===== src/hw/bp_pkg.sv =====
//////////////////////////////////////////////////
// Branch prediction package
// Geometry, shared address and id types, BTB entry
// and per-id metadata records, index and tag helpers
//////////////////////////////////////////////////
package bp_pkg;

    //////////////////////////////////////////////////
    // Geometry
    localparam int ADDR_W      = 32;
    localparam int BTB_WAYS    = 2;
    localparam int BTB_WAY_W   = $clog2(BTB_WAYS);
    localparam int BTB_INDEX_W = 4;
    localparam int BTB_SETS    = 1 << BTB_INDEX_W;
    // Tag covers everything above the index and the word offset
    localparam int BTB_TAG_W   = ADDR_W - BTB_INDEX_W - 2;
    localparam int ID_W        = 3;
    localparam int MAX_IDS     = 1 << ID_W;
    localparam int RAS_DEPTH   = 4;
    localparam int RAS_PTR_W   = $clog2(RAS_DEPTH);
    localparam int RAS_CNT_W   = $clog2(RAS_DEPTH + 1);

    //////////////////////////////////////////////////
    // Types
    typedef logic [ADDR_W-1:0] addr_t;
    typedef logic [ID_W-1:0] id_t;
    typedef logic [BTB_WAYS-1:0] way_mask_t;
    typedef logic [BTB_INDEX_W-1:0] btb_index_t;
    typedef logic [BTB_TAG_W-1:0] btb_tag_t;

    typedef enum logic [1:0] {
        BP_COND = 2'b00,
        BP_JUMP = 2'b01,
        BP_CALL = 2'b10,
        BP_RET  = 2'b11
    } bp_kind_t;

    // Upper bit set means predicted taken
    typedef logic [1:0] counter_t;

    typedef struct packed {
        logic     valid;
        btb_tag_t tag;
        bp_kind_t kind;
        counter_t counter;
    } btb_entry_t;

    // Captured at fetch, consumed at resolve
    typedef struct packed {
        counter_t  counter;
        logic      hit;
        way_mask_t way_mask;
    } bp_meta_t;

    //////////////////////////////////////////////////
    // Address split
    function automatic btb_index_t get_index(input addr_t addr);
        return addr[BTB_INDEX_W+1:2];
    endfunction

    function automatic btb_tag_t get_tag(input addr_t addr);
        return addr[ADDR_W-1:BTB_INDEX_W+2];
    endfunction

endpackage


===== src/hw/branch_predict_top.sv =====
`timescale 1ns/1ns
//////////////////////////////////////////////////
// Fetch-stage branch prediction top
// BTB, return address stack and next-pc select
//////////////////////////////////////////////////
module branch_predict_top
    import bp_pkg::*;
(
    input  logic     clk,
    input  logic     rst_n,
    // Fetch side
    input  addr_t    next_pc,
    input  logic     lookup_en,
    input  addr_t    if_pc,
    input  id_t      pc_id,
    input  logic     pc_id_assigned,
    // Execute side
    input  logic     br_valid,
    input  id_t      br_id,
    input  addr_t    br_pc,
    input  addr_t    br_target,
    input  logic     br_taken,
    input  bp_kind_t br_kind,
    // Prediction
    output addr_t    fetch_target,
    output logic     prediction_taken,
    output logic     btb_hit,
    output bp_kind_t hit_kind,
    output logic     ras_empty
);

    logic lookup_hit;
    bp_kind_t lookup_kind;
    counter_t lookup_counter;
    addr_t lookup_target;
    addr_t ras_top;

    branch_target_buffer btb_i (
        .clk            (clk),
        .rst_n          (rst_n),
        .lookup_en      (lookup_en),
        .next_pc        (next_pc),
        .if_pc          (if_pc),
        .pc_id_assigned (pc_id_assigned),
        .pc_id          (pc_id),
        .br_valid       (br_valid),
        .br_id          (br_id),
        .br_pc          (br_pc),
        .br_target      (br_target),
        .br_taken       (br_taken),
        .br_kind        (br_kind),
        .lookup_hit     (lookup_hit),
        .lookup_kind    (lookup_kind),
        .lookup_counter (lookup_counter),
        .lookup_target  (lookup_target)
    );

    return_address_stack ras_i (
        .clk       (clk),
        .rst_n     (rst_n),
        .br_valid  (br_valid),
        .br_kind   (br_kind),
        .br_pc     (br_pc),
        .ras_top   (ras_top),
        .ras_empty (ras_empty)
    );

    fetch_pc_select sel_i (
        .if_pc            (if_pc),
        .lookup_hit       (lookup_hit),
        .lookup_kind      (lookup_kind),
        .lookup_counter   (lookup_counter),
        .lookup_target    (lookup_target),
        .ras_top          (ras_top),
        .ras_empty        (ras_empty),
        .fetch_target     (fetch_target),
        .prediction_taken (prediction_taken)
    );

    // Raw lookup status for the fetch stage
    assign btb_hit  = lookup_hit;
    assign hit_kind = lookup_kind;

endmodule


===== src/hw/branch_target_buffer.sv =====
`timescale 1ns/1ns
//////////////////////////////////////////////////
// Two-way branch target buffer
// Tag and target banks read at fetch
// Per-id metadata steers the resolve update to its way
//////////////////////////////////////////////////
module branch_target_buffer
    import bp_pkg::*;
(
    input  logic     clk,
    input  logic     rst_n,
    // Fetch side
    input  logic     lookup_en,
    input  addr_t    next_pc,
    input  addr_t    if_pc,
    input  logic     pc_id_assigned,
    input  id_t      pc_id,
    // Execute side
    input  logic     br_valid,
    input  id_t      br_id,
    input  addr_t    br_pc,
    input  addr_t    br_target,
    input  logic     br_taken,
    input  bp_kind_t br_kind,
    // Lookup result, one cycle after lookup_en
    output logic     lookup_hit,
    output bp_kind_t lookup_kind,
    output counter_t lookup_counter,
    output addr_t    lookup_target
);

    btb_entry_t if_entry [BTB_WAYS];
    addr_t way_target [BTB_WAYS];
    btb_entry_t ex_entry;

    way_mask_t tag_match;
    way_mask_t hit_mask;
    way_mask_t replace_way;
    way_mask_t tag_we;
    way_mask_t target_we;
    logic [BTB_WAY_W-1:0] hit_way;

    bp_meta_t meta_wr;
    bp_meta_t meta_ex;
    counter_t new_counter;
    logic dir_changed;

    //////////////////////////////////////////////////
    // Tag and target banks
    generate
        for (genvar w = 0; w < BTB_WAYS; w++) begin : gen_ways
            sdp_ram #(
                .data_t (btb_entry_t),
                .DEPTH  (BTB_SETS)
            ) tag_bank (
                .clk   (clk),
                .rst_n (rst_n),
                .we    (tag_we[w]),
                .waddr (get_index(br_pc)),
                .wdata (ex_entry),
                .re    (lookup_en),
                .raddr (get_index(next_pc)),
                .rdata (if_entry[w])
            );

            sdp_ram #(
                .data_t (addr_t),
                .DEPTH  (BTB_SETS)
            ) target_bank (
                .clk   (clk),
                .rst_n (rst_n),
                .we    (target_we[w]),
                .waddr (get_index(br_pc)),
                .wdata (br_target),
                .re    (lookup_en),
                .raddr (get_index(next_pc)),
                .rdata (way_target[w])
            );

            assign tag_match[w] = if_entry[w].valid && (if_entry[w].tag == get_tag(if_pc));
        end
    endgenerate

    //////////////////////////////////////////////////
    // Hit detection
    // Lowest matching way wins if a pc sits in both
    always_comb begin
        hit_way = '0;
        for (int w = BTB_WAYS - 1; w >= 0; w--) begin
            if (tag_match[w]) begin
                hit_way = BTB_WAY_W'(w);
            end
        end
    end

    assign hit_mask       = way_mask_t'(1) << hit_way;
    assign lookup_hit     = |tag_match;
    assign lookup_kind    = if_entry[hit_way].kind;
    assign lookup_counter = if_entry[hit_way].counter;
    assign lookup_target  = way_target[hit_way];

    //////////////////////////////////////////////////
    // Replacement pointer and metadata
    // One-hot pointer that advances on every recorded miss
    always_ff @(posedge clk or negedge rst_n) begin
        if (!rst_n) begin
            replace_way <= way_mask_t'(1);
        end else if (pc_id_assigned && !lookup_hit) begin
            replace_way <= {replace_way[BTB_WAYS-2:0], replace_way[BTB_WAYS-1]};
        end
    end

    always_comb begin
        meta_wr.counter  = lookup_counter;
        meta_wr.hit      = lookup_hit;
        meta_wr.way_mask = lookup_hit ? hit_mask : replace_way;
    end

    sdp_ram #(
        .data_t    (bp_meta_t),
        .DEPTH     (MAX_IDS),
        .COMB_READ (1'b1)
    ) meta_table (
        .clk   (clk),
        .rst_n (rst_n),
        .we    (pc_id_assigned),
        .waddr (pc_id),
        .wdata (meta_wr),
        .re    (br_valid),
        .raddr (br_id),
        .rdata (meta_ex)
    );

    //////////////////////////////////////////////////
    // Resolve update
    // Saturating counter, or a fresh strong state after a miss
    always_comb begin
        if (!meta_ex.hit) begin
            new_counter = br_taken ? 2'b11 : 2'b00;
        end else if (br_taken) begin
            new_counter = (meta_ex.counter == 2'b11) ? 2'b11 : meta_ex.counter + 2'b01;
        end else begin
            new_counter = (meta_ex.counter == 2'b00) ? 2'b00 : meta_ex.counter - 2'b01;
        end
    end

    always_comb begin
        ex_entry.valid   = 1'b1;
        ex_entry.tag     = get_tag(br_pc);
        ex_entry.kind    = br_kind;
        ex_entry.counter = new_counter;
    end

    // Target only rewritten on a direction flip or a new entry
    assign dir_changed = !meta_ex.hit || (meta_ex.counter[1] != new_counter[1]);
    assign tag_we      = {BTB_WAYS{br_valid}} & meta_ex.way_mask;
    assign target_we   = {BTB_WAYS{dir_changed}} & tag_we;

endmodule


===== src/hw/fetch_pc_select.sv =====
`timescale 1ns/1ns
//////////////////////////////////////////////////
// Next fetch address select
// Merges BTB lookup and RAS top into the fetch target
//////////////////////////////////////////////////
module fetch_pc_select
    import bp_pkg::*;
(
    input  addr_t    if_pc,
    input  logic     lookup_hit,
    input  bp_kind_t lookup_kind,
    input  counter_t lookup_counter,
    input  addr_t    lookup_target,
    input  addr_t    ras_top,
    input  logic     ras_empty,
    output addr_t    fetch_target,
    output logic     prediction_taken
);

    addr_t seq_pc;
    logic use_ras;
    logic use_btb;

    assign seq_pc = if_pc + ADDR_W'(4);

    // Decide the source first, then mux the address
    always_comb begin
        use_ras = 1'b0;
        use_btb = 1'b0;
        if (lookup_hit) begin
            case (lookup_kind)
                BP_RET: begin
                    // Falls through when the stack is empty
                    use_ras = !ras_empty;
                end
                BP_JUMP, BP_CALL: begin
                    use_btb = 1'b1;
                end
                default: begin
                    use_btb = lookup_counter[1];
                end
            endcase
        end
    end

    always_comb begin
        if (use_ras) begin
            fetch_target = ras_top;
        end else if (use_btb) begin
            fetch_target = lookup_target;
        end else begin
            fetch_target = seq_pc;
        end
    end

    assign prediction_taken = use_ras || use_btb;

endmodule


===== src/hw/return_address_stack.sv =====
`timescale 1ns/1ns
//////////////////////////////////////////////////
// Return address stack
// Circular, pushed by resolved calls, popped by returns
//////////////////////////////////////////////////
module return_address_stack
    import bp_pkg::*;
(
    input  logic     clk,
    input  logic     rst_n,
    input  logic     br_valid,
    input  bp_kind_t br_kind,
    input  addr_t    br_pc,
    output addr_t    ras_top,
    output logic     ras_empty
);

    addr_t stack [RAS_DEPTH];
    logic [RAS_PTR_W-1:0] top_ptr;
    logic [RAS_CNT_W-1:0] count;
    logic push;
    logic pop;

    assign push = br_valid && (br_kind == BP_CALL);
    // Pop on an empty stack is dropped
    assign pop  = br_valid && (br_kind == BP_RET) && (count != '0);

    //////////////////////////////////////////////////
    // Pointer and occupancy
    // A full push wraps onto the oldest entry
    always_ff @(posedge clk or negedge rst_n) begin
        if (!rst_n) begin
            top_ptr <= '0;
            count   <= '0;
        end else if (push) begin
            top_ptr <= top_ptr + 1'b1;
            if (count != RAS_CNT_W'(RAS_DEPTH)) begin
                count <= count + 1'b1;
            end
        end else if (pop) begin
            top_ptr <= top_ptr - 1'b1;
            count   <= count - 1'b1;
        end
    end

    //////////////////////////////////////////////////
    // Storage
    always_ff @(posedge clk or negedge rst_n) begin
        if (!rst_n) begin
            for (int i = 0; i < RAS_DEPTH; i++) begin
                stack[i] <= '0;
            end
        end else if (push) begin
            // Return lands after the call instruction
            stack[top_ptr + 1'b1] <= br_pc + ADDR_W'(4);
        end
    end

    assign ras_top   = stack[top_ptr];
    assign ras_empty = (count == '0);

endmodule


===== src/hw/sdp_ram.sv =====
`timescale 1ns/1ns
//////////////////////////////////////////////////
// Simple dual-port RAM, one write and one read port
// Payload given by type, read registered by default
// Old data is returned on a read/write collision
//////////////////////////////////////////////////
module sdp_ram #(
    parameter type data_t    = logic [31:0],
    parameter int  DEPTH     = 16,
    parameter bit  COMB_READ = 1'b0
) (
    input  logic                     clk,
    input  logic                     rst_n,
    input  logic                     we,
    input  logic [$clog2(DEPTH)-1:0] waddr,
    input  data_t                    wdata,
    input  logic                     re,
    input  logic [$clog2(DEPTH)-1:0] raddr,
    output data_t                    rdata
);

    data_t mem [DEPTH];

    // Every entry cleared on reset
    always_ff @(posedge clk or negedge rst_n) begin
        if (!rst_n) begin
            for (int i = 0; i < DEPTH; i++) begin
                mem[i] <= '0;
            end
        end else if (we) begin
            mem[waddr] <= wdata;
        end
    end

    generate
        if (COMB_READ) begin : gen_comb_read
            // Lookup table style read for the execute side
            assign rdata = re ? mem[raddr] : '0;
        end else begin : gen_reg_read
            always_ff @(posedge clk or negedge rst_n) begin
                if (!rst_n) begin
                    rdata <= '0;
                end else if (re) begin
                    rdata <= mem[raddr];
                end
            end
        end
    endgenerate

endmodule


===== config.mk =====
export PLATFORM = sky130hd
export DESIGN_NAME = branch_predict_top
export DESIGN_NICKNAME = d
export VERILOG_FILES = /design/src/hw/bp_pkg.sv /design/src/hw/branch_predict_top.sv /design/src/hw/branch_target_buffer.sv /design/src/hw/fetch_pc_select.sv /design/src/hw/return_address_stack.sv /design/src/hw/sdp_ram.sv
export SDC_FILE = /design/constraint.sdc
export NUM_CORES = 2
export LEC_CHECK = 0
export BUFFER_PORTS_ARGS = -buffer_cell sky130_fd_sc_hd__clkbuf_2
export CAP_MARGIN = 20
export CORE_ASPECT_RATIO = 0.7
export CORE_MARGIN = 2
export CORE_UTILIZATION = 32
export CTS_BUF_LIST = sky130_fd_sc_hd__clkbuf_8
export CTS_CLUSTER_SIZE = 20
export DETAILED_ROUTE_END_ITERATION = 6
export GPL_ROUTABILITY_DRIVEN = 0
export GPL_TIMING_DRIVEN = 0
export HOLD_SLACK_MARGIN = 0.03
export PLACE_DENSITY = 0.57
export SETUP_SLACK_MARGIN = 0.15
export SYNTH_ARGS = -nofsm -noshare
export SYNTH_HDL_FRONTEND = slang
export SYNTH_SLANG_ARGS = --single-unit

===== constraint.sdc =====
create_clock -name clk -period 9.06 [get_ports clk]
set_input_delay 1.359 -clock clk [delete_from_list [all_inputs] [get_ports clk]]
set_output_delay 1.359 -clock clk [all_outputs]
set_load 0.01 [all_outputs]

==> out/qor.yml <==
clock_tree:
  cts_setup_buffers: 0
  clkTransAtPathRegs_ps: 70
  cts-root-buf: "clkbuf_8"
  hold_buffers: 0
  cts_buffers: 360
  cts.sinks: 2317
  cts_resized: 0
  htreeDepth: 5
  cts_tree: "done"
  insertion_delay_ps: 1010
  clock_path_buffers: 4
die:
  die_h_um: 482.3
  die_area_sq_mm: 0.3315
  start_util_pct: 32.18
  io_pins: 179
  die_width_um: 687.3
  core_sq_mm: 0.3249
  num_rows: 175
timing:
  slew_viol_final: 0
  rsz0062_at_grt: "false"
  finalCriticalPeriod_ps: 7142
  fin_worst_skew_ps: 87.64
  hold_viol: 0
  fin_crit_sh_pct: 78.83
  fmax_mhz: 140.0
  tightestPinTransition_ps: 1307
  setup_tns_ps: 0
  max-slew-margin-rel_pct: 12.53
  finalSetupViolations: 0
yosys:
  synth-edff-count: 0
  avgSynthCellArea_sq_um: 15.67
  synth.net_count: 6824
  ys_seq_elements: 2317
  yosys_warnings: 0
  synth_cell_types: 52
  ys_seq_area_share_pct: 55.45
  synth_area_sq_mm: 0.1046
  synthArstFlopShare_pct: 100.0
  synth_cells: 6672
  synth_flop_cell: "dfrtp_1"
run_status:
  status: "complete, no violations"
setup_path:
  worstSetupPathType: "primary input to output pin"
  cp_data_required_time_ps: 7700
  slowest_delay_ps: 810
  start_kind: "primary input"
  cp.arrival_ps: 5780
  crit_chain: "clkbuf_2 -> xnor2_1 -> nand4_1 -> or4_4 -> a2111oi_0 -> buf_2 -> buf_2 -> mux2i_1 -> mux2i_1 -> mux2_2 -> clkbuf_2"
  end_kind: "output pin"
  cp_slowest_cell: "mux2i_1"
  cp_max_fo: 10
pwr:
  ir_drop_v: 0.0001043
  power.leakage_nw: 55.63
  pwr_density_cell_mw_per_mm2: 217.6
  finalPower_mw: 26.01
layout:
  mostFrequentLayoutCells: "2,316 x dfrtp_1, 2,011 x mux2_2, 672 x mux4_2"
  nets: 7411
  layout_commonest_cell: "dfrtp_1"
  layout-drive-gt1-share_pct: 47.29
  area_delta_synth_final_pct: 14.31
worst_hold_path:
  worstHoldPathType: "primary input to asynchronous set/reset pin"
drt:
  wl_per_cell_um: 29.10
  post_drt_via_cell_ratio: 5.353
  ant_nets: 0
  first_pass_iters: 6
  totalWireLength_um: 345800
  drc: 0
  drt_iter0_markers: 5571
  vias: 63600
grt:
  grt_pass1_vias: 65940
  grt_usage_pct: 20.69
  antenna_found_initial: 64
  overflow: 0
  grt_start_max_net_pins: 123
  grt_pass1_wl_um: 494400
run:
  cap_violations: 0
place:
  port_buffers: 108
  hpwlAfterDp_um: 250000
[cell families (layout without fill, tap and decap cells)]
family	Yosys count	in the layout	share of synthesized area (%)
other	0	30	0
buffers and inverters	645	1488	2.550
xor gates and xnor gates	109	109	0.9273
and+or+nand+nor	511	511	2.202
DFF	2317	2317	55.45
adders and majority gates	10	10	0.1268
muxes	2809	2809	37.42
AOI/OAI and AO/OA	271	271	1.328
[cells in the mapped netlist (8+ instances only)]
| cell type | count | area (sq um) |
|---|---|---|
| a21oi_1 | 21 | 105.1 |
| and3_1 | 12 | 75.07 |
| buf_1 | 68 | 255.2 |
| buf_2 | 81 | 405.4 |
| buf_4 | 26 | 195.2 |
| clkbuf_1 | 446 | 1674 |
| dfrtp_1 | 2316 | 57960 |
| ha_1 | 9 | 112.6 |
| inv_1 | 17 | 63.81 |
| mux2_1 | 60 | 675.7 |
| mux2_2 | 2011 | 22650 |
| mux2i_1 | 63 | 630.6 |
| mux4_2 | 672 | 15130 |
| nand2_1 | 291 | 1092 |
| nand2_2 | 8 | 50.05 |
| nand2b_1 | 34 | 212.7 |
| nand3_1 | 26 | 130.1 |
| nand4_1 | 23 | 143.9 |
| nor2_1 | 64 | 240.2 |
| nor2_2 | 8 | 50.05 |
| nor3_1 | 10 | 50.05 |
| o21ai_0 | 236 | 1181 |
| xnor2_1 | 62 | 543.0 |
| xor2_1 | 45 | 394.1 |
[worst paths after layout]
| path | start | depth (start not counted) | slack, ps | endpoint |
|---|---|---|---|---|
| max | if_pc[23] | 11 | 1920 | fetch_target[11] |
| min | rst_n | 1 | 360 | btb_i.gen_ways[1].target_bank.mem[419]$_DFFE_PN0P_ |
| max reg2reg | btb_i.meta_table.mem[15]$_DFFE_PN0P_ | 8 | 4600 | btb_i.gen_ways[0].target_bank.mem[450]$_DFFE_PN0P_ |
| min reg2reg | btb_i.gen_ways[0].tag_bank.mem[433]$_DFFE_PN0P_ | 1 | 460 | btb_i.gen_ways[0].tag_bank.mem[433]$_DFFE_PN0P_ |
| max in group asynchronous | rst_n | 7 | 5200 | btb_i.gen_ways[0].tag_bank.mem[226]$_DFFE_PN0P_ |
| min in group clk | btb_i.gen_ways[0].tag_bank.mem[433]$_DFFE_PN0P_ | 1 | 460 | btb_i.gen_ways[0].tag_bank.mem[433]$_DFFE_PN0P_ |
[where the power goes]
part	switching [mW]	internal (mW)
clock network	4.28	4.42
logic	2.01	2.32
registers	0.920	12.1
[sequential cells by signal (all words and copies together) (netlist names)]
register and count:
btb_i.gen_ways.target_bank.mem 1024, btb_i.gen_ways.tag_bank.mem 992, ras_i.stack 128, btb_i.gen_ways.target_bank.rdata 64
btb_i.gen_ways.tag_bank.rdata 62, btb_i.meta_table.mem 40, ras_i.count 3, btb_i.replace_way 2
ras_i.top_ptr 2
[critical path: cells and delay by family]
family	cells	cell delay, ps
AOI/OAI and AO/OA	1	360
xor gates and xnor gates	1	230
buffers and inverters	4	1420
muxes	3	1590
and+or+nand+nor	2	780
[per-stage QoR]
stage / setup slack (ps) / util, % / hold WS (ps) / instances / area [sq um]
detailed placement: 1951 / 34.54 / 450.1 / 11210 / 112200
CTS: 1954 / 36.64 / 281.5 / 11830 / 119100
floorplan: 3927 / - / 428.7 / 6672 / 104600
global placement: -49380 / 34.02 / 443.7 / 11120 / 110500
global route: 1888 / 36.78 / 331.2 / 11870 / 119500
finish: 1918 / 36.79 / 359.9 / 11880 / 119500
[routing by layer]
layer | part of all wire [%] | track usage, % | up-vias
met5 | 0.045 | 0 | -
li1 | - | - | 25780
met3 | 9.5 | 6.512 | 568
met2 | 42 | 28.61 | 2294
met1 | 46 | 30.45 | 34940
met4 | 3.4 | 7.062 | 26
[area by class of cell]
cell class | instances | area, sq um
multi-input combinational | 3710 | 43930
buffer | 628 | 2643
clock buffer | 431 | 5932
tap | 4336 | 5425
antenna | 30 | 75.07
clock inverter | 187 | 913.4
timing repair buffer | 225 | 2577
inverter | 17 | 63.81
fill | 30660 | 205400
sequential | 2317 | 57980
(Power assumes the default switching activity.)
